--- src/include/core_defs.svh ---
// core sizing; memories are byte addressed, word accessed, and must be powers of two in size
`ifndef CORE_DEFS_SVH
`define CORE_DEFS_SVH

// 1 KiB of instruction memory
`define IMEM_ADDR_WIDTH 10

// 1 KiB of data memory
`define DMEM_ADDR_WIDTH 10

`define RESET_PC 32'h0000_0000

`define REG_COUNT 32

`endif

--- src/config_pkg.sv ---
// data-path widths; memory address types follow the widths in core_defs.svh
`include "core_defs.svh"

package config_pkg;

  // data, address and instruction value
  typedef logic [31:0] word;

  // register index
  typedef logic [4:0] r;

  // byte addresses into the two memories
  typedef logic [`IMEM_ADDR_WIDTH-1:0] imem_addr_t;
  typedef logic [`DMEM_ADDR_WIDTH-1:0] dmem_addr_t;

endpackage

--- src/register_file.sv ---
// 32 x 32 register file; x0 reads zero and a same-cycle write is bypassed to the reads
`timescale 1ns/1ps
`include "core_defs.svh"

module register_file
  import config_pkg::*;
(
  input  logic clk,
  input  logic rst,
  input  logic write_en,
  input  r     write_addr,
  input  word  write_data,
  input  r     read_addr1,
  input  r     read_addr2,
  output word  read_data1,
  output word  read_data2
);

  word regs [`REG_COUNT];

  always_ff @(posedge clk) begin
    if (rst) begin
      for (int i = 0; i < `REG_COUNT; i++) begin
        regs[i] <= '0;
      end
    end else if (write_en && write_addr != 5'd0) begin
      regs[write_addr] <= write_data;
    end
  end

  // bypass lets an instruction see its predecessor's result
  assign read_data1 = (read_addr1 == 5'd0) ? '0 :
                      (write_en && read_addr1 == write_addr) ? write_data : regs[read_addr1];
  assign read_data2 = (read_addr2 == 5'd0) ? '0 :
                      (write_en && read_addr2 == write_addr) ? write_data : regs[read_addr2];

endmodule

--- config.mk ---
export PLATFORM = sky130hd
export DESIGN_NAME = register_file
export DESIGN_NICKNAME = d
export VERILOG_FILES = /design/src/config_pkg.sv /design/src/register_file.sv
export VERILOG_INCLUDE_DIRS = /design/src /design/src/include
export SDC_FILE = /design/constraint.sdc
export NUM_CORES = 2
export LEC_CHECK = 0
export BUFFER_PORTS_ARGS = -buffer_cell sky130_fd_sc_hd__buf_2
export CAP_MARGIN = 20
export CORE_MARGIN = 5
export CORE_UTILIZATION = 45
export DETAILED_ROUTE_END_ITERATION = 7
export MAX_ROUTING_LAYER = met4
export PLACE_DENSITY = 0.63
export SLEW_MARGIN = 40
export SYNTH_ARGS = -nofsm -noshare
export SYNTH_HDL_FRONTEND = slang
export SYNTH_SLANG_ARGS = --single-unit
export TNS_END_PERCENT = 20
--- constraint.sdc ---
create_clock -name clk -period 2.5 [get_ports clk]
set_clock_uncertainty 0.05 [all_clocks]
set_input_delay 0.125 -clock clk [delete_from_list [all_inputs] [get_ports clk]]
set_output_delay 0.125 -clock clk [all_outputs]
set_load 0.005 [all_outputs]
After elaboration in Yosys (flattened, before gate mapping)
Memory sizes are Yosys's and may differ from the RTL's.
Index checks and enable logic that the tools add are counted.
{ "op_classes": {"n_eq_ne": 2, "muxes": 12, "reduce_logical": 7} }
{ "op_table": {"columns": ["operator", "count"], "rows": [
  ["32-bit two-way mux", 5],
  ["32-bit OR reduction", 1],
  ["5-bit equality test", 2],
  ["5-bit logical NOT", 2],
  ["1-bit two-way mux", 6],
  ["5-bit two-way mux", 1],
  ["5-bit nonzero test", 1],
  ["1-bit logical AND", 3]
]} }
{ "totals": {"register_bits": 0, "ramBits": 1024, "inputBits": 50, "out_inout_bits": 64, "elab_cells": 22, "n_memories": 1} }
{ "memory_table": {"columns": ["name", "depth", "word_bits", "read_ports", "rd_clocked_by_memory_dff", "wr", "line", "rtl"], "rows": [
  ["regs", 32, 32, 2, 0, 32, "register_file.sv:19", "word regs [`REG_COUNT];"]
]} }

Depth between registers and ports, before layout
{ "logic_depth": {"depth_word": 7, "ltp_mapped": 10, "depth_no_buf": 5} }

Worst setup path after synthesis
No wires, ideal clock.
{ "synth_path": {"path_kind": "input -> output", "from": "input port read_addr2[1]", "to": "output port read_data2[10]", "arrival_time_ns": 1.908, "t_required_ns": 2.325, "slack_ns": 0.417, "path_stages": 7, "path_cell_list": "buf_2 -> buf_1 -> clkbuf_1 -> mux4_2 -> a2111oi_0 -> a21oi_1 -> a22o_1"} }
{ "synth_between": {"elab_chain_len": 4, "word_cells_on_any_way": 6} }
{ "synth_rtl": {"columns": ["element", "line", "rtl"], "rows": [
  ["start: declaration", "register_file.sv:14", "input r read_addr2,"],
  ["parallel branches: the longest is 3 deep, another holds memory 32 x 32 bit", null, null],
  ["32-bit two-way mux (*)", "register_file.sv:34", "assign read_data2 = (read_addr2 == 5'd0) ? '0 :"],
  ["end: declaration", "register_file.sv:16", "output word read_data2"]
]} }
Mark *: on every way between the ends.

==> impl_metrics.ini <==
[detailed_routing]
post_drt_wl_per_cell_um = 33.5
met1_length_um = 74100
viasPerCell = 6.37
wl_met2_um = 88500
firstDrtPassIters = 6
drtAntennaViolNets = 0
wl_met3_um = 18500
vias = 36334
drc_errors = 0
top_layer_used = met4
drt_wl_total_um = 191000
first_iter_violations = 4922

[die]
ios = 114
die-area_sq_mm = 0.129
die_h_um = 359
start_util_pct = 45.1
die_w_um = 359
rows = 128
core_sq_mm = 0.121

[synth]
yosys_register_bits = 1024
synthTopCellsByArea = edfxtp_1 56%, mux4_2 16%, and2_1 11%
synth_edf_count = 1024
yosysSeqAreaShare_pct = 56.2
synthArstFlopShare_pct = 0
netlist_instances = 3740
yosysTopAreaCell = edfxtp_1
synth_area_sq_mm = 0.0547
avgSynthCellArea_sq_um = 14.6
yosys_warnings = 0
synth_top_cell_area_share_pct = 56.2
synth_cell_types = 50
synthFlopType = edfxtp_1

[clocking]
numCtsBuffers = 109
clock_path_buffers = 3
root_buffer = clkbuf_16
numClockSinks = 1024
path_clk_slew_ns = 0.06
cts_tree = done
htreeDepth = 3

[finish]
largest_register_ffs = 1024
top_regs = regs: 1024 flops
post-route-cell-area_sq_mm = 0.0650
area_growth_pct = 18.7
top_register = regs
multi_input_area_sq_mm = 0.0237
seqCellArea_sq_mm = 0.0307
fill_cells = 9810
drive_gt1_share_pct = 31.9
nNetsFinal = 4028

[outcome]
violations = setup timing
status = complete, but fails checks

[timing]
post-route-period-util_pct = 119
setup_ws_ns = -0.467
holdWs_ns = 0.0610
max_freq_mhz = 337
slew_headroom_pct = 41.7
hold_viol = 0
report.final.slew_viol_count = 0
grt_setup_unrepaired = yes
finalSetupViolations = 64
worst_pin_slew_ns = 0.872
min_period_ns = 2.97

[worst_setup_path]
crit_end = read_data2[21]
path_max_fanout = 2
arrival_ns = 2.79
crit_required_ns = 2.33
crit_type = reg2out
startpoint_type = flop
end_kind = primary output
startpoint = regs[12][21]$_SDFFCE_PN0P_

[job]
drv_cap = 0

[pwr]
ir_worst_vdd_mv = 0.753
powerDensity_mw_per_mm2 = 666
leakagePower_nw = 23.2

[global_route]
grt-ovfl-total = 0
grt_pass1_vias = 36004
grt_antenna_before_repair = 13
grt_usage_pct = 30.3
grt_pass1_wl_um = 269000
grt_max_degree = 42

[placement]
dp_hpwl_um = 122000
post_dp_cell_area_sq_mm = 0.0599
place_congestion = 0.935
port_buffers = 113

[hold_path]
hold_path.class = in2reg
[cell usage in the layout, fill, tap and decap left out, drive strengths merged, types with 44 or more instances in the layout]
cell and instances:
a22oi 133, clkbuf 130, a21oi 78, clkinv 44
buf 498, mux2i 281, and2 996, mux4 388
a22o 55, edfxtp 1024
[cell families after synthesis]
logic type,synth area share (%)
simple gates,12.7
compound gates,6.45
xor+xnor,0.160
buf+inv,3.23
mux,21.2
other cells,0.00685
flops,56.2
[cell usage after synthesis, drive strengths merged (6+ instances only)]
library cell / count
o22ai: 41
a32oi: 9
a31oi: 7
o221a: 18
xnor2: 10
nor2b: 6
a21oi: 78
a221o: 13
a211oi: 7
nor2: 43
nand3: 12
mux4: 388
a22o: 55
nand2: 35
or2: 33
buf: 112
clkbuf: 302
o221ai: 42
edfxtp: 1024
o21ai: 9
o211ai: 10
and2: 996
a22oi: 133
mux2i: 281
a2111oi: 24
[stage by stage]
step	worst slack, ns	std cells	power (mW)	utilization (%)	TNS [ns]
floorplan	0.417	3771	23.6	-	0
global placement	-0.530	5472	26.2	49.4	-3.95
detailed placement	-0.468	5473	26.3	49.4	-3.91
CTS	-0.508	5691	43.3	53.4	-16.68
global route	-0.513	5704	44.4	53.6	-19.64
finish	-0.467	5708	43.3	53.6	-14.59
[layout make-up]
| type | count | share of cell area, % |
|---|---|---|
| sequential | 1024 | 47.3 |
| multi-input combinational | 2331 | 36.5 |
| timing repair buffer | 510 | 7.29 |
| clock buffer | 130 | 4.35 |
| tap | 1625 | 3.13 |
| clock inverter | 73 | 1.30 |
| antenna | 13 | 0.0501 |
| inverter | 2 | 0.0116 |
[worst max-delay path, stage by stage, from the launching register on]
cell and delay [ns]:
edfxtp_1 0.41, mux4_2 0.48, a22o_4 0.28, a2111oi_4 0.27, buf_4 0.21, a21oi_2 0.04
a22o_1 0.24, buf_2 0.14
[power by group]
part	leakage, nW	switching (mW)	internal (mW)
clock	1.77	7.05	9.74
sequential	9.75	0.503	19.8
combinational	11.6	3.44	2.69
total	23.2	11.0	32.3
[worst min-delay path by stage]
stage                    from                         end  slack, ns  cells past startpoint
6_report       write_data[23]  regs[10][23]$_SDFFCE_PN0P_       0.06                      2
4_1_cts         write_data[3]    regs[1][3]$_SDFFCE_PN0P_       0.01                      2
3_5_place_dp   write_data[29]  regs[26][29]$_SDFFCE_PN0P_       0.54                      2
3_3_place_gp   write_data[29]  regs[26][29]$_SDFFCE_PN0P_       0.52                      2
5_1_grt        write_data[31]  regs[24][31]$_SDFFCE_PN0P_       0.05                      2
2_1_floorplan  write_data[31]   regs[1][31]$_SDFFCE_PN0P_       0.27                      1
[repair_timing]
item / CTS / global route
buffers inserted: 6 / 4
gates resized for setup: 191 / 28
hold buffers: 12 / 0
endpoints found under the setup margin: 64 / 64
pin swaps: 104 / 6
hold endpoints to repair: 189 / 0
[routing by layer]
metal / global-route usage [%] / vias to the layer above
met4: 13.3 / 0
met5: - / -
met1: 39.5 / 18823
met2: 46.5 / 2116
met3: 6.29 / 427
li1: - / 14968
No activity file was read; power rests on OpenSTA's default activity.
