File: src/include/core_defs.svh
// core sizing; memories are byte addressed, word accessed, and must be powers of two in size
`ifndef CORE_DEFS_SVH
`define CORE_DEFS_SVH

// 1 KiB of instruction memory
`define IMEM_ADDR_WIDTH 10

// 1 KiB of data memory
`define DMEM_ADDR_WIDTH 10

`define RESET_PC 32'h0000_0000

`define REG_COUNT 32

`endif

File: src/config_pkg.sv
// data-path widths; memory address types follow the widths in core_defs.svh
`include "core_defs.svh"

package config_pkg;

  // data, address and instruction value
  typedef logic [31:0] word;

  // register index
  typedef logic [4:0] r;

  // byte addresses into the two memories
  typedef logic [`IMEM_ADDR_WIDTH-1:0] imem_addr_t;
  typedef logic [`DMEM_ADDR_WIDTH-1:0] dmem_addr_t;

endpackage

File: src/decoder_pkg.sv
// decoder control encodings; alu and branch ops follow the RV32I funct3 values
package decoder_pkg;

  // sub_arith turns add into sub and logical right shift into arithmetic
  typedef enum logic [2:0] {
    ALU_ADD  = 3'b000,
    ALU_SLL  = 3'b001,
    ALU_SLT  = 3'b010,
    ALU_SLTU = 3'b011,
    ALU_XOR  = 3'b100,
    ALU_SR   = 3'b101,
    ALU_OR   = 3'b110,
    ALU_AND  = 3'b111
  } alu_op_t;

  typedef enum logic [1:0] {A_RS1, A_IMM, A_ZERO} alu_a_mux_t;

  typedef enum logic [1:0] {B_RS2, B_IMM, B_PC_PLUS_4, B_PC} alu_b_mux_t;

  typedef enum logic [2:0] {
    BR_BEQ  = 3'b000,
    BR_BNE  = 3'b001,
    BR_BLT  = 3'b100,
    BR_BGE  = 3'b101,
    BR_BLTU = 3'b110,
    BR_BGEU = 3'b111
  } branch_op_t;

  typedef enum logic {PC_NEXT, PC_BRANCH} pc_mux_t;

  typedef enum logic {WB_ALU, WB_DM} wb_mux_t;

endpackage

File: src/alu.sv
// combinational RV32I ALU; shift amounts use only the low five bits of b
`timescale 1ns/1ps

module alu
  import config_pkg::*, decoder_pkg::*;
(
  input  word     a,
  input  word     b,
  input  alu_op_t op,
  input  logic    sub_arith,
  output word     res
);

  logic [4:0] shamt;

  assign shamt = b[4:0];

  always_comb begin
    case (op)
      ALU_ADD:  res = sub_arith ? a - b : a + b;
      ALU_SLL:  res = a << shamt;
      ALU_SLT:  res = {31'b0, $signed(a) < $signed(b)};
      ALU_SLTU: res = {31'b0, a < b};
      ALU_XOR:  res = a ^ b;
      // sra keeps the sign bit
      ALU_SR:   res = sub_arith ? word'($signed(a) >>> shamt) : a >> shamt;
      ALU_OR:   res = a | b;
      ALU_AND:  res = a & b;
      default:  res = '0;
    endcase
  end

endmodule

File: config.mk
export PLATFORM = sky130hd
export DESIGN_NAME = alu
export DESIGN_NICKNAME = d
export VERILOG_FILES = /design/src/config_pkg.sv /design/src/decoder_pkg.sv /design/src/alu.sv
export VERILOG_INCLUDE_DIRS = /design/src /design/src/include
export SDC_FILE = /design/constraint.sdc
export NUM_CORES = 1
export LEC_CHECK = 0
export ABC_AREA = 1
export BUFFER_PORTS_ARGS = -buffer_cell sky130_fd_sc_hd__buf_4
export CELL_PAD_IN_SITES_DETAIL_PLACEMENT = 1
export CELL_PAD_IN_SITES_GLOBAL_PLACEMENT = 1
export CORE_UTILIZATION = 28
export DETAILED_ROUTE_END_ITERATION = 10
export GPL_TIMING_DRIVEN = 0
export PLACE_DENSITY = 0.67
export RECOVER_POWER = 50
export REMOVE_ABC_BUFFERS = 1
export SETUP_SLACK_MARGIN = 0.05
export SYNTH_ARGS = -nofsm -noshare
export SYNTH_HDL_FRONTEND = slang
export SYNTH_SLANG_ARGS = --single-unit
export TNS_END_PERCENT = 50
File: constraint.sdc
create_clock -name vclk -period 5.9
set_input_delay 1.18 -clock vclk [all_inputs]
set_output_delay 1.18 -clock vclk [all_outputs]
set_load 0.05 [all_outputs]
# After elaboration in Yosys (flattened, before gate mapping)
# Cells that the tools add are included.
[classes] n_addsub=2 order_cmp=2 eq_ne=7 shift=3 muxes=3 n_bitwise=3 n_reduce_logical=1
[op_table] operator="32-bit case mux with 8 select lines" n=1
[op_table] operator="32-bit < comparator" n=2
[op_table] operator="32-bit 2-to-1 mux" n=2
[op_table] operator="32-bit adder" n=1
[op_table] operator="32-bit bitwise AND" n=1
[op_table] operator="32-bit bitwise OR" n=1
[op_table] operator="32-bit by 5-bit left shift with 32-bit output" n=1
[op_table] operator="32-bit by 5-bit right shift with 32-bit output" n=1
[op_table] operator="32-bit by 5-bit >>> shifter with 32-bit output" n=1
[op_table] operator="32-bit subtractor" n=1
[op_table] operator="32-bit XOR" n=1
[op_table] operator="3-bit == test (second input constant)" n=4
[op_table] operator="3-bit by 2-bit == test with 1-bit output (second input constant)" n=2
[op_table] operator="3-bit by 1-bit == test with 1-bit output (second input constant)" n=1
[op_table] operator="3-bit logical NOT" n=1
[totals] reg_bits=0 input_bits=68 output_inout_bits=32 word_cells=21

# Logic depth before layout (Yosys ltp)
# Gate-level depths: netlist of the first run.
[depth] word_depth=3 ltp_mapped=20 depth_no_buf=18

# Worst setup path after synthesis of the first run
# OpenSTA, ideal clock, no wires.
[synth_timing] path_kind="input port to output port" startpoint="in b[3]" endpoint="out res[10]" arrival_time_ns=3.700 t_required_ns=4.720 slack_ns=1.020 stages=16 path_buffers=3 path_cell_list="inv_2 -> clkbuf_1 -> buf_1 -> ha_1 -> buf_2 -> a21oi_1 -> nand2_1 -> nand2_1 -> nand2_1 -> nand2_1 -> nand2_1 -> nand2_1 -> o21ai_0 -> nor2_1 -> nor2_1 -> nor2_1"
[synth_via] elab_chain_cells=3 word_cells_on_any_way=8 classes_between="add/sub (2); shift (3); mux (3)"
[synth_lines] item="from (decl)" line_no="alu.sv:8" rtl="input word b,"
[synth_lines] item="32-bit adder, or another cell as far along" line_no="alu.sv:20" rtl="ALU_ADD: res = sub_arith ? a - b : a + b;"
[synth_lines] item="32-bit 2-to-1 mux (on tied branches)" line_no="alu.sv:20, alu.sv:26"
[synth_lines] item="32-bit case mux with 8 select lines *" line_no="alu.sv:19" rtl="case (op)"
[synth_lines] item="to (decl)" line_no="alu.sv:11" rtl="output word res"
# Every way passes the cells marked *; elsewhere a longest branch is shown, timed or not.

# Worst setup path after layout of the first run
[layout_timing] startpoint="in b[0]" endpoint="out res[10]"
# The elaborated chain is that of the path after synthesis.

==> metrics, run 1 <==
run status completed; Clk pwr share 0%; total global-route track usage 29.3%; Startpoint Class input pin; setup bufs post-CTS 0; post-cts resize count 4; Worst Min Path Start op[0]; die span in x 187 µm; FFs & Latches 0; FP Rows 67; synth top area cells nand2_1 (29%), nand3_1 (14%), ha_1 (13%); Hold Slack 2880 ps; Min-Delay Path Class input pin to output port; Final Max Tran Viols 0; PortBufs 100; worst hold stages 5; number of global-route vias before repair 13500; CP endpoint kind output port; combinational power share 100.0%; largest net degree at the start of global routing 69; area grow syn2layout 9.30%; # clk buffers 0; first-pass GRT wire length 79.6 mm; post-synth top area cell nand2_1; GR Util met2 50.5%; post-synthesis cell area 9630 µm²; Final Setup Violations 0; Leak 5.87 nW; FF+latch area 0 µm²; Vias/cell 5.51; Power Density 109 nW/µm²; DR iter-0 viols 1220; Seq/Total Area, Yosys 0%; ANT nets after route 0; met1 Use GR 38.9%; Peak Freq 174 MHz; CP Class input pin to output port; Net Sw Frac 72.5%; initial antenna violation count 0; Worst Max-Slew Pin Slew 1220 ps; Mapped Avg Cell Area 4.82 µm²; final hold violations 0; critical path's most frequent cell nand2_1; CP startpoint b[0]; CP Data Required Time 4720 ps; worst-case vdd ir drop 0.0744 mV; Syn Inst Count 1997; Final nets 2166; minimum clock period 5760 ps; RSZ-0062 raised after global routing false; worst-path maximum fanout 55; Most Used Layer, Global Route met2; Synth cell types 42; Starting Density 28.6%; total wire length 52.7 mm; max-cap violations 0; cts hold-fix bufs 0; CP cell instances clkbuf_4 > inv_1 > nand2_1 > nand2_1 > nand2_1 > o21ai_0 > nand2_1 > nand2_1 > o21ai_0 > nand2_1 > a21oi_1 > nor2_1 > buf_4; detailed-router iteration count before antenna repair 5; share of cells above drive strength 1 6.36%; Pint 0.315 mW; Die Y 187 µm; met3 Use GR 1.97%; GP Congestion 0.977; I/O pins 100; Pwr Total 1.15 mW; Filler Cell Count 4872; DP HPWL 43.1 mm; hold path endpoint res[0]; vias 13500; diodes inserted 0; Worst EP arrival 4580 ps; DRC Markers 0; finished layout cell area 10500 µm²; Core Region 33700 µm²; dpl cell area 10500 µm²; area share of the largest cell type after synthesis 28.6%; max incr delay on CP 970 ps; fin crit share 97.6%; Yosys warnings 0; die area 35100 µm²; Slew Limit Headroom 18.8%; gr ovfl total 0; Slowest cell on crit path inv_1; wire per inst 21.6 µm; Net Sw Power 0.831 mW; part of the power in registers 0%
cells in the mapped netlist, types with 2 or more instances:
master / n
o211ai_1: 17
mux2i_1: 4
nor4_1: 4
inv_1: 258
or2_2: 5
a211oi_1: 6
and3_1: 2
buf_1: 15
buf_4: 8
a21oi_1: 115
o21ai_0: 97
nand3_1: 274
fa_1: 2
xor2_1: 4
nand2_1: 735
ha_1: 97
nand4_1: 11
o21ai_1: 3
buf_6: 3
o221ai_1: 5
o31ai_1: 2
buf_2: 45
nor2_1: 151
o21bai_1: 10
nand3b_1: 9
clkbuf_1: 27
a221oi_1: 8
inv_2: 8
nor3_1: 19
and2_1: 13
o21a_1: 10
clkbuf_2: 5
o22ai_1: 16
metal layers:
| metal | share of wire, % | up-vias |
|---|---|---|
| li1 | - | 6401 |
| met1 | 44 | 6537 |
| met2 | 47 | 467 |
| met3 | 6.4 | 76 |
| met4 | 3.3 | 0 |
| met5 | 0 | - |
through the flow:
stage          cells  utilization (%)  setup WS [ps]  TNS, ps
5_1_grt         2445             31.2           37.0        0
6_report        2445             31.2            141        0
4_1_cts         2445             31.3           94.1        0
3_3_place_gp    2442             31.0          -1760   -45850
2_1_floorplan   1894                -            449        0
3_5_place_dp    2445             31.2           -652   -11690
how the worst max path moves through the flow:
stage / depth (start not counted) / slack [ps] / endpoint
after floorplan: 13 / 450 / res[0]
after global placement: 17 / -1760 / res[28]
after detailed placement: 17 / -650 / res[28]
after CTS: 17 / 90 / res[28]
after global routing: 13 / 40 / res[10]
final: 13 / 140 / res[10]
power groups by stage:
stage	Sequential (mW)	Combinational, mW	Clock (mW)
2_1_floorplan	0	0.694	0
3_3_place_gp	0	1.11	0
3_5_place_dp	0	1.13	0
4_1_cts	0	1.13	0
5_1_grt	0	1.25	0
6_report	0	1.15	0
worst max-delay path, delay by kind of cell:
kind / cells / cell delay, ps
AOI/OAI and AO/OA: 3 / 700
and+or+nand+nor: 7 / 1090
buffers and inverters: 3 / 1580
cell usage in the layout (no fill, tap or decap), types with 3 or more instances in the layout:
cell type  count
o221ai_1       5
buf_2          4
inv_1        258
o21ai_0       99
o21bai_1      10
or2_2          5
nand2_1      735
and2_1        12
xor2_1         4
inv_2          6
clkbuf_2       4
o211ai_1      17
nor2_1       151
mux2i_1        4
o22ai_1       16
nor4_1         4
a211oi_1       6
o21a_1        10
buf_4         88
nand4_1       11
nand3_1      273
nor3_1        18
ha_1          97
nand3b_1       9
buf_6          3
a221oi_1       8
a21oi_1      115
cells by family (layout without fill, tap and decap cells):
kind of cell | after synthesis | in the layout | synth area share [%]
compound gates | 291 | 291 | 17.1
xor+xnor | 4 | 4 | 0.364
fa+ha+maj | 99 | 99 | 13.0
buf+inv | 370 | 370 | 15.6
mux | 4 | 4 | 0.416
simple gates | 1229 | 1229 | 53.5
final cells by class:
type / instances / area [µm²] / area share, %
Inverter: 267 / 1020 / 9.69
Timing Repair Buffer: 103 / 803 / 7.63
Tap cell: 448 / 561 / 5.32
Multi-Input combinational cell: 1627 / 8140 / 77.4
(Power assumes the default switching activity.)
==> inputs of run 2 (changes only) <==
- PLACE_DENSITY: 0.67 -> 0.69
- clock period: 5.9 -> 4.65 ns (I/O delays scaled with it)
==> run 2 against run 1 <==
Clock-buffer cell count is the same; core utilization grew 0.58 points; wire length grew 0.31%; first-iteration DRC count shrank 6.1%; cell area grew 1.9%; flip-flop and latch count is the same; hold slack lost 470 ps; final cell count grew 0.12%; global-route usage shrank 0.43 points; critical path type unchanged; critical endpoint is now res[18]; largest power group unchanged.
==> metrics, run 2 (synthesis gave the netlist of run 1 again) <==
total global-route track usage 28.9%; Leak 5.92 nW; commonest non-fill, non-tap cell in the layout nand2_1; Peak Freq 221 MHz; Slew Limit Headroom 25.5%; # clk buffers 0; die span in x 187 µm; Clk pwr share 0%; Worst Max-Slew Pin Slew 1110 ps; diodes inserted 0; final hold violations 0; CP delay by family, top buffers and inverters; DR iter-0 viols 1146; WP buf/inv 3; DRC Markers 0; wire per inst 21.6 µm; max incr delay on CP 710 ps; CP cell instances buf_4 > inv_2 > a21oi_2 > a21oi_1 > nor2_1 > nand2_1 > buf_4; number of global-route vias before repair 13300; met3 WL 2.91 mm; detailed-router iteration count before antenna repair 7; Starting Density 28.6%; Inst Count DP 2445; Pint 0.414 mW; first-pass GRT wire length 78.7 mm; Layout Cells excl Fill 2448; dpl ws -1480 ps; Filler Cell Count 4848; part of the power in registers 0%; max-cap violations 0; Final Max Tran Viols 0; DR WL met2 24.3 mm; area grow syn2layout 11.3%; commonest cells after routing, fill and taps aside nand2_1 (734), nand3_1 (270), inv_1 (256), nor2_1 (150), a21oi_1 (113); gr ovfl total 0; GP Congestion 0.961; Power Density 138 nW/µm²; Final nets 2169; initial antenna violation count 1; DP HPWL 42.7 mm; share of cells above drive strength 1 7.15%; worst-path maximum fanout 40; PortBufs 100; I/O pins 100; FF+latch area 0 µm²; Die Y 187 µm; Startpoint Class input pin; worst-case vdd ir drop 0.0718 mV; ANT nets after route 0; critical path's most frequent cell buf_4; largest net degree at the start of global routing 69; WL met1 23.3 mm; Net Sw Frac 72.1%; Min-Delay Path Class input pin to output port; CP Class input pin to output port; combinational power share 100.0%; FP Rows 67; Vias/cell 5.52; FFs & Latches 0; setup ws final 121 ps; top layer in use met5; CP endpoint kind output port; die area 35100 µm²; Core Region 33700 µm²; Slowest cell on crit path a21oi_2; Final Setup Violations 0; vias 13500; minimum clock period 4530 ps; CP Data Required Time 3720 ps; Worst EP arrival 3600 ps; run status completed; Net Sw Power 1.07 mW; fin crit share 97.4%; total wire length 52.9 mm; RSZ-0062 raised after global routing true
==> run 2: worst paths after layout <==
check,end,from,depth (start not counted)
hold / removal,res[0],op[0],5
setup / recovery,res[18],sub_arith,7
==> run 2: repair_timing <==
action	in CTS	in global routing
gates cloned	1	1
gates resized for setup	33	15
setup endpoints to repair	32	16
pin swaps	0	1
setup buffers	0	1
hold buffers	0	0
==> run 2: final cells by class <==
class	count	area [µm²]	area share, %
timing repair inverter	2	16.3	0.152
timing repair buffer	104	871	8.12
inverter	267	1060	9.92
multi-input combinational	1627	8210	76.6
tap	448	561	5.23
==> run 2: metal layers <==
metal  vias up  GRT usage, %
li1       6397             -
met1      6536          38.2
met2       465          49.2
met3       113          1.80
met4         2          10.8
met5         -             0
==> run 2: per-stage QoR <==
| stage | instance area [µm²] | utilization [%] | setup TNS [ps] | hold WS, ps | power, mW |
|---|---|---|---|---|---|
| 2_1_floorplan | 9130 | - | -1510 | 2200 | 0.880 |
| 3_3_place_gp | 10400 | 31.0 | -69540 | 2350 | 1.40 |
| 3_5_place_dp | 10500 | 31.2 | -35390 | 2370 | 1.43 |
| 4_1_cts | 10700 | 31.7 | 0 | 2380 | 1.45 |
| 5_1_grt | 10700 | 31.8 | -17.2 | 2420 | 1.60 |
| 6_report | 10700 | 31.8 | 0 | 2410 | 1.48 |
==> run 2: power by group through the flow <==
stage,sequential (mW),clock (mW),combinational [mW]
final,0,0,1.48
after CTS,0,0,1.45
after global routing,0,0,1.60
after detailed placement,0,0,1.43
after global placement,0,0,1.40
after floorplan,0,0,0.880
