`src/include/core_defs.svh`:
```
// core sizing; memories are byte addressed, word accessed, and must be powers of two in size
`ifndef CORE_DEFS_SVH
`define CORE_DEFS_SVH

// 1 KiB of instruction memory
`define IMEM_ADDR_WIDTH 10

// 1 KiB of data memory
`define DMEM_ADDR_WIDTH 10

`define RESET_PC 32'h0000_0000

`define REG_COUNT 32

`endif

```
`src/config_pkg.sv`:
```
// data-path widths; memory address types follow the widths in core_defs.svh
`include "core_defs.svh"

package config_pkg;

  // data, address and instruction value
  typedef logic [31:0] word;

  // register index
  typedef logic [4:0] r;

  // byte addresses into the two memories
  typedef logic [`IMEM_ADDR_WIDTH-1:0] imem_addr_t;
  typedef logic [`DMEM_ADDR_WIDTH-1:0] dmem_addr_t;

endpackage

```
`src/decoder_pkg.sv`:
```
// decoder control encodings; alu and branch ops follow the RV32I funct3 values
package decoder_pkg;

  // sub_arith turns add into sub and logical right shift into arithmetic
  typedef enum logic [2:0] {
    ALU_ADD  = 3'b000,
    ALU_SLL  = 3'b001,
    ALU_SLT  = 3'b010,
    ALU_SLTU = 3'b011,
    ALU_XOR  = 3'b100,
    ALU_SR   = 3'b101,
    ALU_OR   = 3'b110,
    ALU_AND  = 3'b111
  } alu_op_t;

  typedef enum logic [1:0] {A_RS1, A_IMM, A_ZERO} alu_a_mux_t;

  typedef enum logic [1:0] {B_RS2, B_IMM, B_PC_PLUS_4, B_PC} alu_b_mux_t;

  typedef enum logic [2:0] {
    BR_BEQ  = 3'b000,
    BR_BNE  = 3'b001,
    BR_BLT  = 3'b100,
    BR_BGE  = 3'b101,
    BR_BLTU = 3'b110,
    BR_BGEU = 3'b111
  } branch_op_t;

  typedef enum logic {PC_NEXT, PC_BRANCH} pc_mux_t;

  typedef enum logic {WB_ALU, WB_DM} wb_mux_t;

endpackage

```
`src/branch_logic.sv`:
```
// next-PC select; funct3 codes outside the six branches are never taken
`timescale 1ns/1ps

module branch_logic
  import config_pkg::*, decoder_pkg::*;
(
  input  word        a,
  input  word        b,
  input  logic       branch_instr,
  input  logic       jump_instr,
  input  branch_op_t op,
  output pc_mux_t    out
);

  logic taken;

  always_comb begin
    case (op)
      BR_BEQ:  taken = (a == b);
      BR_BNE:  taken = (a != b);
      BR_BLT:  taken = ($signed(a) < $signed(b));
      BR_BGE:  taken = ($signed(a) >= $signed(b));
      BR_BLTU: taken = (a < b);
      BR_BGEU: taken = (a >= b);
      default: taken = 1'b0;
    endcase
  end

  // jumps always redirect
  assign out = (jump_instr || (branch_instr && taken)) ? PC_BRANCH : PC_NEXT;

endmodule

```
`config.mk`:
```
export PLATFORM = sky130hd
export DESIGN_NAME = branch_logic
export DESIGN_NICKNAME = d
export VERILOG_FILES = /design/src/config_pkg.sv /design/src/decoder_pkg.sv /design/src/branch_logic.sv
export VERILOG_INCLUDE_DIRS = /design/src /design/src/include
export SDC_FILE = /design/constraint.sdc
export NUM_CORES = 1
export LEC_CHECK = 0
export BUFFER_PORTS_ARGS = -buffer_cell sky130_fd_sc_hd__buf_2
export CAP_MARGIN = 20
export CORE_MARGIN = 4
export CORE_UTILIZATION = 39
export DETAILED_ROUTE_END_ITERATION = 8
export PLACE_DENSITY_LB_ADDON = 0.05
export SYNTH_ARGS = -nofsm -noshare
export SYNTH_HDL_FRONTEND = slang
export SYNTH_SLANG_ARGS = --single-unit
```
`constraint.sdc`:
```
create_clock -name vclk -period 1.96
set_input_delay 0.098 -clock vclk [all_inputs]
set_output_delay 0.098 -clock vclk [all_outputs]
set_load 0.02 [all_outputs]
```
# Yosys cells after proc, flatten, opt, wreduce, memory -nomap -nowiden
# Cells that the tools add are included.
# Widths: inputs -> output; s select.
[op_classes]
order_cmp = 4
eq_ne = 7
n_mux = 2
reduce_logical = 3
[op_table]
columns = ["cell", "n"]
rows = [
  ["$ge 32x32->1", 2],
  ["$lt 32x32->1", 2],
  ["$eq 32x32->1", 1],
  ["$ne 32x32->1", 1],
  ["$eq 3x3->1 const B", 4],
  ["$pmux 1 s6", 1],
  ["$eq 3x1->1 const B", 1],
  ["$logic_not 3->1", 1],
  ["$logic_and 1x1->1", 1],
  ["$logic_or 1x1->1", 1],
  ["$mux 1", 1],
]
[totals]
regBits = 0
in_bits = 69
out_inout_bits = 1
wordCells = 16

# Logic depth before layout (Yosys ltp)
# Gate-level depths: netlist (run 1).
[logic_depth]
ltp_word = 5
depth_mapped = 9
ltp_nobuf = 9

# Worst setup path before layout (run 1)
# Ideal clock, no wire load.
[synth_path]
kind = "in2out"
startpoint = "input b[14]"
endpoint = "output out"
arrival_ns = 2.137
path_slack_ns = -0.275
path_stages = 9
cell_sequence = "inv_1 -> ha_1 -> a21oi_2 -> nand2_1 -> a221o_1 -> o31a_1 -> or2_4 -> mux2_4 -> a221oi_2"
[synth_between]
elab_chain_len = 5
elab_cells_between_ends = 10
[synth_lines]
columns = ["item", "line", "source"]
rows = [
  ["start, declared", "branch_logic.sv:8", "input word b,"],
  ["$ge 32x32->1 (tied with other cells)", "branch_logic.sv:24", "BR_BGEU: taken = (a >= b);"],
  ["$pmux 1 s6 (*)", "branch_logic.sv:18", "case (op)"],
  ["$logic_and 1x1->1 (*)", "branch_logic.sv:30", "assign out = (jump_instr || (branch_instr && taken)) ? PC_BRANCH : PC_NEXT;"],
  ["$logic_or 1x1->1 (*)", "branch_logic.sv:30", ""],
  ["$mux 1 (*)", "branch_logic.sv:30", ""],
  ["end, declared", "branch_logic.sv:12", "output pc_mux_t out"],
]
# Every way passes the cells marked *; elsewhere a longest branch is shown, timed or not.

# Worst setup path in the final report (run 1)
# Same ends and word-level chain as after synthesis.

==> results.cfg, run 1 <==
[status]
outcome = complete, but fails checks
violations = setup timing

[synth]
syn_area_um2 = 942.2
avgSynthCellArea_um2 = 7.084
synth_top_area_frac = 0.4250
synthSimpleGateAreaFrac = 0.2019
yosysTopAreaCell = ha_1
ys_seq_area_frac = 0
synthXorXnorAreaFrac = 0.009296
synth_compound_area_frac = 0.2125
synth_top_family_by_area = adder cells
yosys_warnings = 0
synth_most_common_cell = inv_1
synthMuxAreaShare = 0.01594
synth_area_leaders = ha_1 (42%), inv_1 (14%), a21oi_1 (6.9%), nand4_1 (4.0%), a221oi_2 (3.2%)
synthDistinctLibCells = 28
synth_fa_ha_area_frac = 0.4250
syn_nets = 234
synthTopCellsByCount = inv_1 (34), ha_1 (32), a21oi_1 (13)
synth_cells = 133

[timing]
hold_slack_ns = 0.6776
slew_violations = 0
period_needed_ns = 2.348
fin_ws_ns = -0.3875
max_slew_margin = 0.7965
hold_viol = 0
setup_viol = 1
period_share = 1.198
worst_pin_slew_ns = 0.3052
rsz0062_at_grt = true
setup_tns_ns = -0.3875
max_freq_ghz = 0.4260

[power_and_ir_drop]
power.density_nw_per_um2 = 201.4
max-vdd-ir-drop_uv = 122.7
fin_total_pwr_mw = 0.3243
leakagePower_nw = 0.9013

[layout]
nets = 316
nFlopsAndLatches = 0
drive_gt1_frac = 0.5211
syn2layout_area_growth_pct = 70.92
n_antenna_cell = 0
regArea_um2 = 0
fin_util = 0.7142
nClkBuffers = 0
fin_cells = 241

[placement]
dp_cells = 239
port_buffers = 70
hpwlAfterDp_um = 2494
gp_congestion = 0.7769

[critical_path]
cp.arrival_ns = 2.25
path_cells = buf_2 > inv_2 > ha_4 > nand4_1 > buf_4 > nor4_4 > a21boi_2 > o31a_1 > buf_4 > nor3_2 > a211o_1 > a221oi_4 > buf_6
cpMaxStageDelayCell = ha_4
crit_start = b[14]
crit_path_end_kind = output port
crit_path_max_fanout = 3
path_class = input pin to output port
start_kind = input pin
cpMostUsedCell = buf_4
max_stage_delay_ns = 0.27
cp_data_required_time_ns = 1.86

[route]
drt-vias-per-instance = 4.929
drc = 0
wire_per_inst_um = 11.28
ant_nets = 0
drt-initial-drc-count = 19
dr.pass1.iters = 3
routed_wl_um = 2719
dr_total_vias = 1188

[grt]
antenna_found_initial = 0
grt_pass1_vias = 1269
grt_use_total = 0.1743
overflow = 0
grt_max_degree = 8
grt_pass1_wl_um = 4864

[die]
die_w_um = 57.15
dieArea_um2 = 3266
start_util = 0.4179
num_rows = 17
die_h_um = 57.15
pin_count = 70
core_um2 = 2255

[flow_run]
maxCapViolations = 0

[min_path]
hold_path_class = input pin to output port
hold_start = op[1]

[clocking]
postCtsHoldBufs = 0
[repair_timing]
item | CTS | global route
buffers inserted | 2 | 0
pin swaps | 13 | 0
endpoints found under the setup margin | 1 | 1
gates resized for setup | 15 | 1
hold endpoints to repair | 0 | 0
gates cloned | 0 | 0
[cell usage in the layout (no fill, tap or decap), types with 2 or more instances in the layout]
cell type,count
buf_6,3
nor2_1,4
nand2_1,8
inv_2,5
buf_2,66
ha_1,22
ha_4,10
o21ai_1,2
nand3_1,5
o21ai_0,3
a21oi_2,3
buf_4,11
inv_4,3
nor2b_1,2
nand4_1,6
inv_1,25
nor3_1,2
a21oi_1,11
[layout make-up]
type	instances	area [µm²]
inverter	34	140.1
fill	203	644.4
timing repair buffer	80	446.7
multi-input combinational	99	988.4
tap	28	35.03
[where the power goes]
group | total [mW] | switching [mW] | internal [mW]
Sequential | 0 | 0 | 0
Clock | 0 | 0 | 0
Combinational | 0.324 | 0.150 | 0.174
[critical path, delay by kind of cell]
family	cells	cell delay, ns
adders and majority gates	1	0.27
buffers and inverters	5	0.55
and+or+nand+nor	3	0.41
AOI/OAI and AO/OA	4	0.91
[worst paths after layout]
kind	end	slack [ns]	cells after the start
worst min-delay path	out	0.68	4
worst max-delay path	out	-0.39	13
[per-layer routing]
metal	up-vias	GRT usage	wire, µm
met5	-	0	0
met4	0	0.03642	55
met3	6	0.02036	211
met2	43	0.3556	1409
met1	508	0.1869	1042
li1	631	-	-
[metrics by stage]
stage / instance area (µm²) / worst slack [ns]
floorplan: 1071 / -0.2060
global placement: 1516 / -0.4880
detailed placement: 1516 / -0.5048
CTS: 1605 / -0.3272
global route: 1610 / -0.5410
finish: 1610 / -0.3875
[cells by family after synthesis]
group,count (synthesis)
AO/OA/AOI/OAI,30
AND/OR/NAND/NOR,35
adder cells (fa/ha/maj),32
XOR/XNOR,1
buffers and inverters,34
multiplexers,1
Note: power is estimated with default switching activity, not from simulation.
==> run 2, diff against run 1 <==
--- a/config.mk
+++ b/config.mk
@@ -7,7 +7,7 @@
 export NUM_CORES = 1
 export LEC_CHECK = 0
 export BUFFER_PORTS_ARGS = -buffer_cell sky130_fd_sc_hd__buf_2
-export CAP_MARGIN = 20
+export CAP_MARGIN = 40
 export CORE_MARGIN = 4
 export CORE_UTILIZATION = 39
 export DETAILED_ROUTE_END_ITERATION = 8
==> constraint.sdc (replaced) <==
create_clock -name vclk -period 1.96
set_input_delay 0.098 -clock vclk [all_inputs]
set_output_delay 0.098 -clock vclk [all_outputs]
set_load 0.01 [all_outputs]
==> run 2 against run 1 <==
Against the previous run:
- the flow still finishes with violations (setup timing)
- die area did not move
- global-route usage rose by 1.3 points
- wire length up 12%
- fmax increased by 0.85%
- final cell count stayed put
- worst hold slack got worse by 0.0085 ns
- flip-flop and latch count unchanged
- via count increased by 3.6%
- largest power group unchanged
- highest routed layer unchanged
==> results.cfg, run 2 (synthesis results as in run 1) <==
[critical_path]
path_cells = buf_6 > ha_4 > a21oi_2 > o21ai_1 > a221o_1 > o31a_1 > or2_4 > a211o_1 > a221oi_4 > buf_2
path_class = input pin to output port
start_kind = input pin
cpMaxStageDelayCell = a221o_1
cp_data_required_time_ns = 1.86
crit_path_max_fanout = 3
cp.arrival_ns = 2.23
max_stage_delay_ns = 0.32
crit_path_end_kind = output port

[timing]
max_slew_margin = 0.7817
worst_pin_slew_ns = 0.3275
period_share = 1.188
slew_violations = 0
rsz0062_at_grt = true
hold_viol = 0
setup_viol = 1
period_needed_ns = 2.328
hold_slack_ns = 0.6690
max_freq_ghz = 0.4296
fin_ws_ns = -0.3678

[power_and_ir_drop]
leakagePower_nw = 0.9071
max-vdd-ir-drop_uv = 121.5
p_seq_frac = 0
internal_power_mw = 0.1895
power.density_nw_per_um2 = 202.1
power_frac_clock = 0
combPwrFrac = 1.000
p_switching_mw = 0.1551
power.switching_fraction = 0.4500
fin_total_pwr_mw = 0.3446

[grt]
antenna_found_initial = 0
grt_max_degree = 8
overflow = 0
grt_use_total = 0.1876
grt_pass1_vias = 1329
grt_pass1_wl_um = 5140

[layout]
fin_cells = 241
regArea_um2 = 0
design_area_um2 = 1705
nFlopsAndLatches = 0
fin_util = 0.7564
nClkBuffers = 0
final_cell_mix = buf_2 (60), inv_1 (25), ha_1 (18)
syn2layout_area_growth_pct = 81.01
drive_gt1_frac = 0.5493
layout_commonest_cell = buf_2
nets = 316
n_antenna_cell = 0

[placement]
dp_cells = 239
gp_congestion = 0.7701
post_dp_cell_area_um2 = 1516
port_buffers = 70
hpwlAfterDp_um = 2480

[route]
drc = 0
ant_nets = 0
routed_wl_um = 3048
wire_per_inst_um = 12.65
drt-initial-drc-count = 14
dr_total_vias = 1231
dr.pass1.iters = 2
drt-vias-per-instance = 5.108

[clocking]
postCtsHoldBufs = 0

[status]
violations = setup timing
outcome = complete, but fails checks

[die]
num_rows = 17
pin_count = 70
core_um2 = 2255
die_w_um = 57.15
die_h_um = 57.15
start_util = 0.4179
dieArea_um2 = 3266

[flow_run]
maxCapViolations = 0

[min_path]
hold_path_class = input pin to output port
==> run 2: cell types whose count changed in the layout (fill, tap and decap cells not counted), moves of 2 or more <==
cell      change
buf_6         +6
ha_4          +4
a21boi_1      +2
buf_2         -6
ha_1          -4
==> run 2: final timing paths <==
check,cells after the start,slack [ns],endpoint,start
worst max-delay path,10,-0.37,out,a[5]
worst min-delay path,4,0.67,out,op[1]
==> run 2: timing repair <==
action,CTS,global route
endpoints found under the setup margin,1,1
cloned,0,0
pin swaps,17,4
resized for setup,21,7
buffers inserted,2,0
==> run 2: metal layers <==
layer | vias to the layer above | track usage | share of wire
met5 | - | 0 | 0
met4 | 0 | 0.03642 | 0.025
met3 | 8 | 0.02262 | 0.066
met2 | 45 | 0.3964 | 0.55
met1 | 549 | 0.1909 | 0.36
li1 | 629 | - | -
==> run 2: cell type report <==
type | count | area, µm²
fillers | 175 | 549.3
inverters | 34 | 137.6
multi-input cells | 99 | 1041
well taps | 28 | 35.03
repair buffers | 80 | 491.7
==> run 2: worst max-delay path, delay by kind of cell <==
kind                       cells  cell delay [ns]
AOI/OAI and AO/OA              6             1.40
buffers and inverters          2             0.27
adders and majority gates      1             0.23
and+or+nand+nor                1             0.25
==> run 2: power groups by stage <==
stage	Combinational [mW]	Sequential (mW)	Clock (mW)
2_1_floorplan	0.172	0	0
3_3_place_gp	0.286	0	0
3_5_place_dp	0.302	0	0
4_1_cts	0.331	0	0
5_1_grt	0.392	0	0
6_report	0.345	0	0
==> run 2: through the flow <==
stage	worst slack, ns	setup TNS (ns)
finish	-0.3678	-0.3678
global route	-0.5002	-0.5002
CTS	-0.3456	-0.3456
detailed placement	-0.4607	-0.4607
global placement	-0.4264	-0.4264
floorplan	-0.1172	-0.1172
==> run 3, diff against run 2 <==
--- a/config.mk
+++ b/config.mk
@@ -9,7 +9,7 @@
 export BUFFER_PORTS_ARGS = -buffer_cell sky130_fd_sc_hd__buf_2
 export CAP_MARGIN = 40
 export CORE_MARGIN = 4
-export CORE_UTILIZATION = 39
+export CORE_UTILIZATION = 46
 export DETAILED_ROUTE_END_ITERATION = 8
 export PLACE_DENSITY_LB_ADDON = 0.05
 export SYNTH_ARGS = -nofsm -noshare
==> constraint.sdc (replaced) <==
create_clock -name vclk -period 2.83
set_input_delay 0.1415 -clock vclk [all_inputs]
set_output_delay 0.1415 -clock vclk [all_outputs]
set_load 0.005 [all_outputs]
==> run 3 against run 2 <==
Against the previous run:
- the run now ends clean
- flip-flop and latch count did not move
- sequential share of layout area did not move
- first-iteration DRC count did not move
- power down 50%
- critical path depth grew 1
- die area decreased by 13%
- worst hold slack improved by 0.031 ns
- global-route usage decreased by 1.9 points
- critical path type unchanged
- largest power group unchanged
==> results.cfg, run 3 (synthesis results as in run 1) <==
[status]
outcome = completed

[die]
core_um2 = 1962
pin_count = 70
dieArea_um2 = 2836
start_util = 0.4802
die_w_um = 53.26
die_h_um = 53.26
num_rows = 16

[power_and_ir_drop]
leakagePower_nw = 0.8422
power.density_nw_per_um2 = 129.9
fin_total_pwr_mw = 0.1722
max-vdd-ir-drop_uv = 68.89

[min_path]
hold_start = jump_instr
hold_end = out
hold_path_class = input pin to output port
whs_path_depth = 4

[layout]
nFlopsAndLatches = 0
regArea_um2 = 0
layout_commonest_cell = buf_2
nets = 306
fin_cells = 230
n_antenna_cell = 0
final_cell_mix = buf_2 (70), inv_1 (34), ha_1 (32)
fillers = 195
multiInputGateArea_um2 = 814.5
nClkBuffers = 0
syn2layout_area_growth_pct = 40.77
drive_gt1_frac = 0.3744

[route]
routed_wl_um = 2318
dr_total_vias = 1133
wire_per_inst_um = 10.08
drt-initial-drc-count = 14
ant_nets = 0
drt-vias-per-instance = 4.926
dr.pass1.iters = 4
drc = 0

[timing]
max_slew_margin = 0.6848
max_freq_ghz = 0.3935
period_share = 0.8981
slew_violations = 0
rsz0062_at_grt = false
worst_pin_slew_ns = 0.4685
period_needed_ns = 2.542
setup_tns_ns = 0
hold_viol = 0
setup_viol = 0

[critical_path]
start_kind = input pin
crit_path_end_kind = output port
cp.arrival_ns = 2.40
cp_data_required_time_ns = 2.69
max_stage_delay_ns = 0.41
cp_num_buf_inv = 3
crit_path_max_fanout = 3
cpMaxStageDelayCell = nor4_1
critPathTopFamily = simple AND/OR/NAND/NOR gates
path_class = input pin to output port
cpMostUsedCell = buf_2
crit_start = b[14]
path_cells = buf_2 > inv_1 > ha_1 > nand4_1 > nor4_1 > a21boi_1 > o31a_1 > or2_4 > mux2_4 > a221oi_2 > buf_2

[flow_run]
maxCapViolations = 0

[placement]
gp_congestion = 0.7624
hpwlAfterDp_um = 2221
dp_cells = 230
port_buffers = 70

[grt]
grt_pass1_vias = 1036
overflow = 0
antenna_found_initial = 0
grt_pass1_wl_um = 3829
grt_use_total = 0.1690
grt_max_degree = 8

[clocking]
cts_resized = 0
postCtsHoldBufs = 0
cts_setup_buffers = 0
==> run 3: changes by cell type in the layout (fill, tap and decap cells not counted), moves of 3 or more <==
cell,delta
a21oi_1,+3
a21oi_2,-3
buf_2,+10
buf_4,-10
buf_6,-9
ha_1,+14
ha_4,-14
inv_1,+9
inv_2,-6
==> run 3: layout make-up <==
type | count | share of cell area
multi-input cells | 99 | 0.6142
well taps | 27 | 0.02547
repair buffers | 70 | 0.2642
inverters | 34 | 0.09623
==> run 3: how the worst max path moves through the flow <==
stage	end	slack [ns]	depth (start not counted)
2_1_floorplan	out	0.68	9
3_3_place_gp	out	0.35	11
3_5_place_dp	out	0.25	11
4_1_cts	out	0.26	11
5_1_grt	out	0.07	11
6_report	out	0.29	11
==> run 3: metrics by stage <==
step	setup slack (ns)	instance area [µm²]	hold WS, ns	util
final	0.2884	1326	0.7002	0.6760
after detailed placement	0.2525	1326	0.7042	0.6760
after global routing	0.07044	1326	0.7253	0.6760
after CTS	0.2553	1326	0.7056	0.6760
after global placement	0.3505	1326	0.7049	0.6760
after floorplan	0.6824	942.2	0.4545	-
==> run 3: power breakdown <==
part	switching, mW	total (mW)	internal (mW)
Combinational	0.0806	0.172	0.0916
Sequential	0	0	0
Clock	0	0	0
==> run 3: metal layers <==
layer  vias to the layer above  GRT usage  routed length (µm)
met1                       472     0.1900                 979
met5                         -          0                   0
met4                         0    0.01277                  14
li1                        612          -                   -
met2                        47     0.3490                1106
met3                         2   0.008451                 218
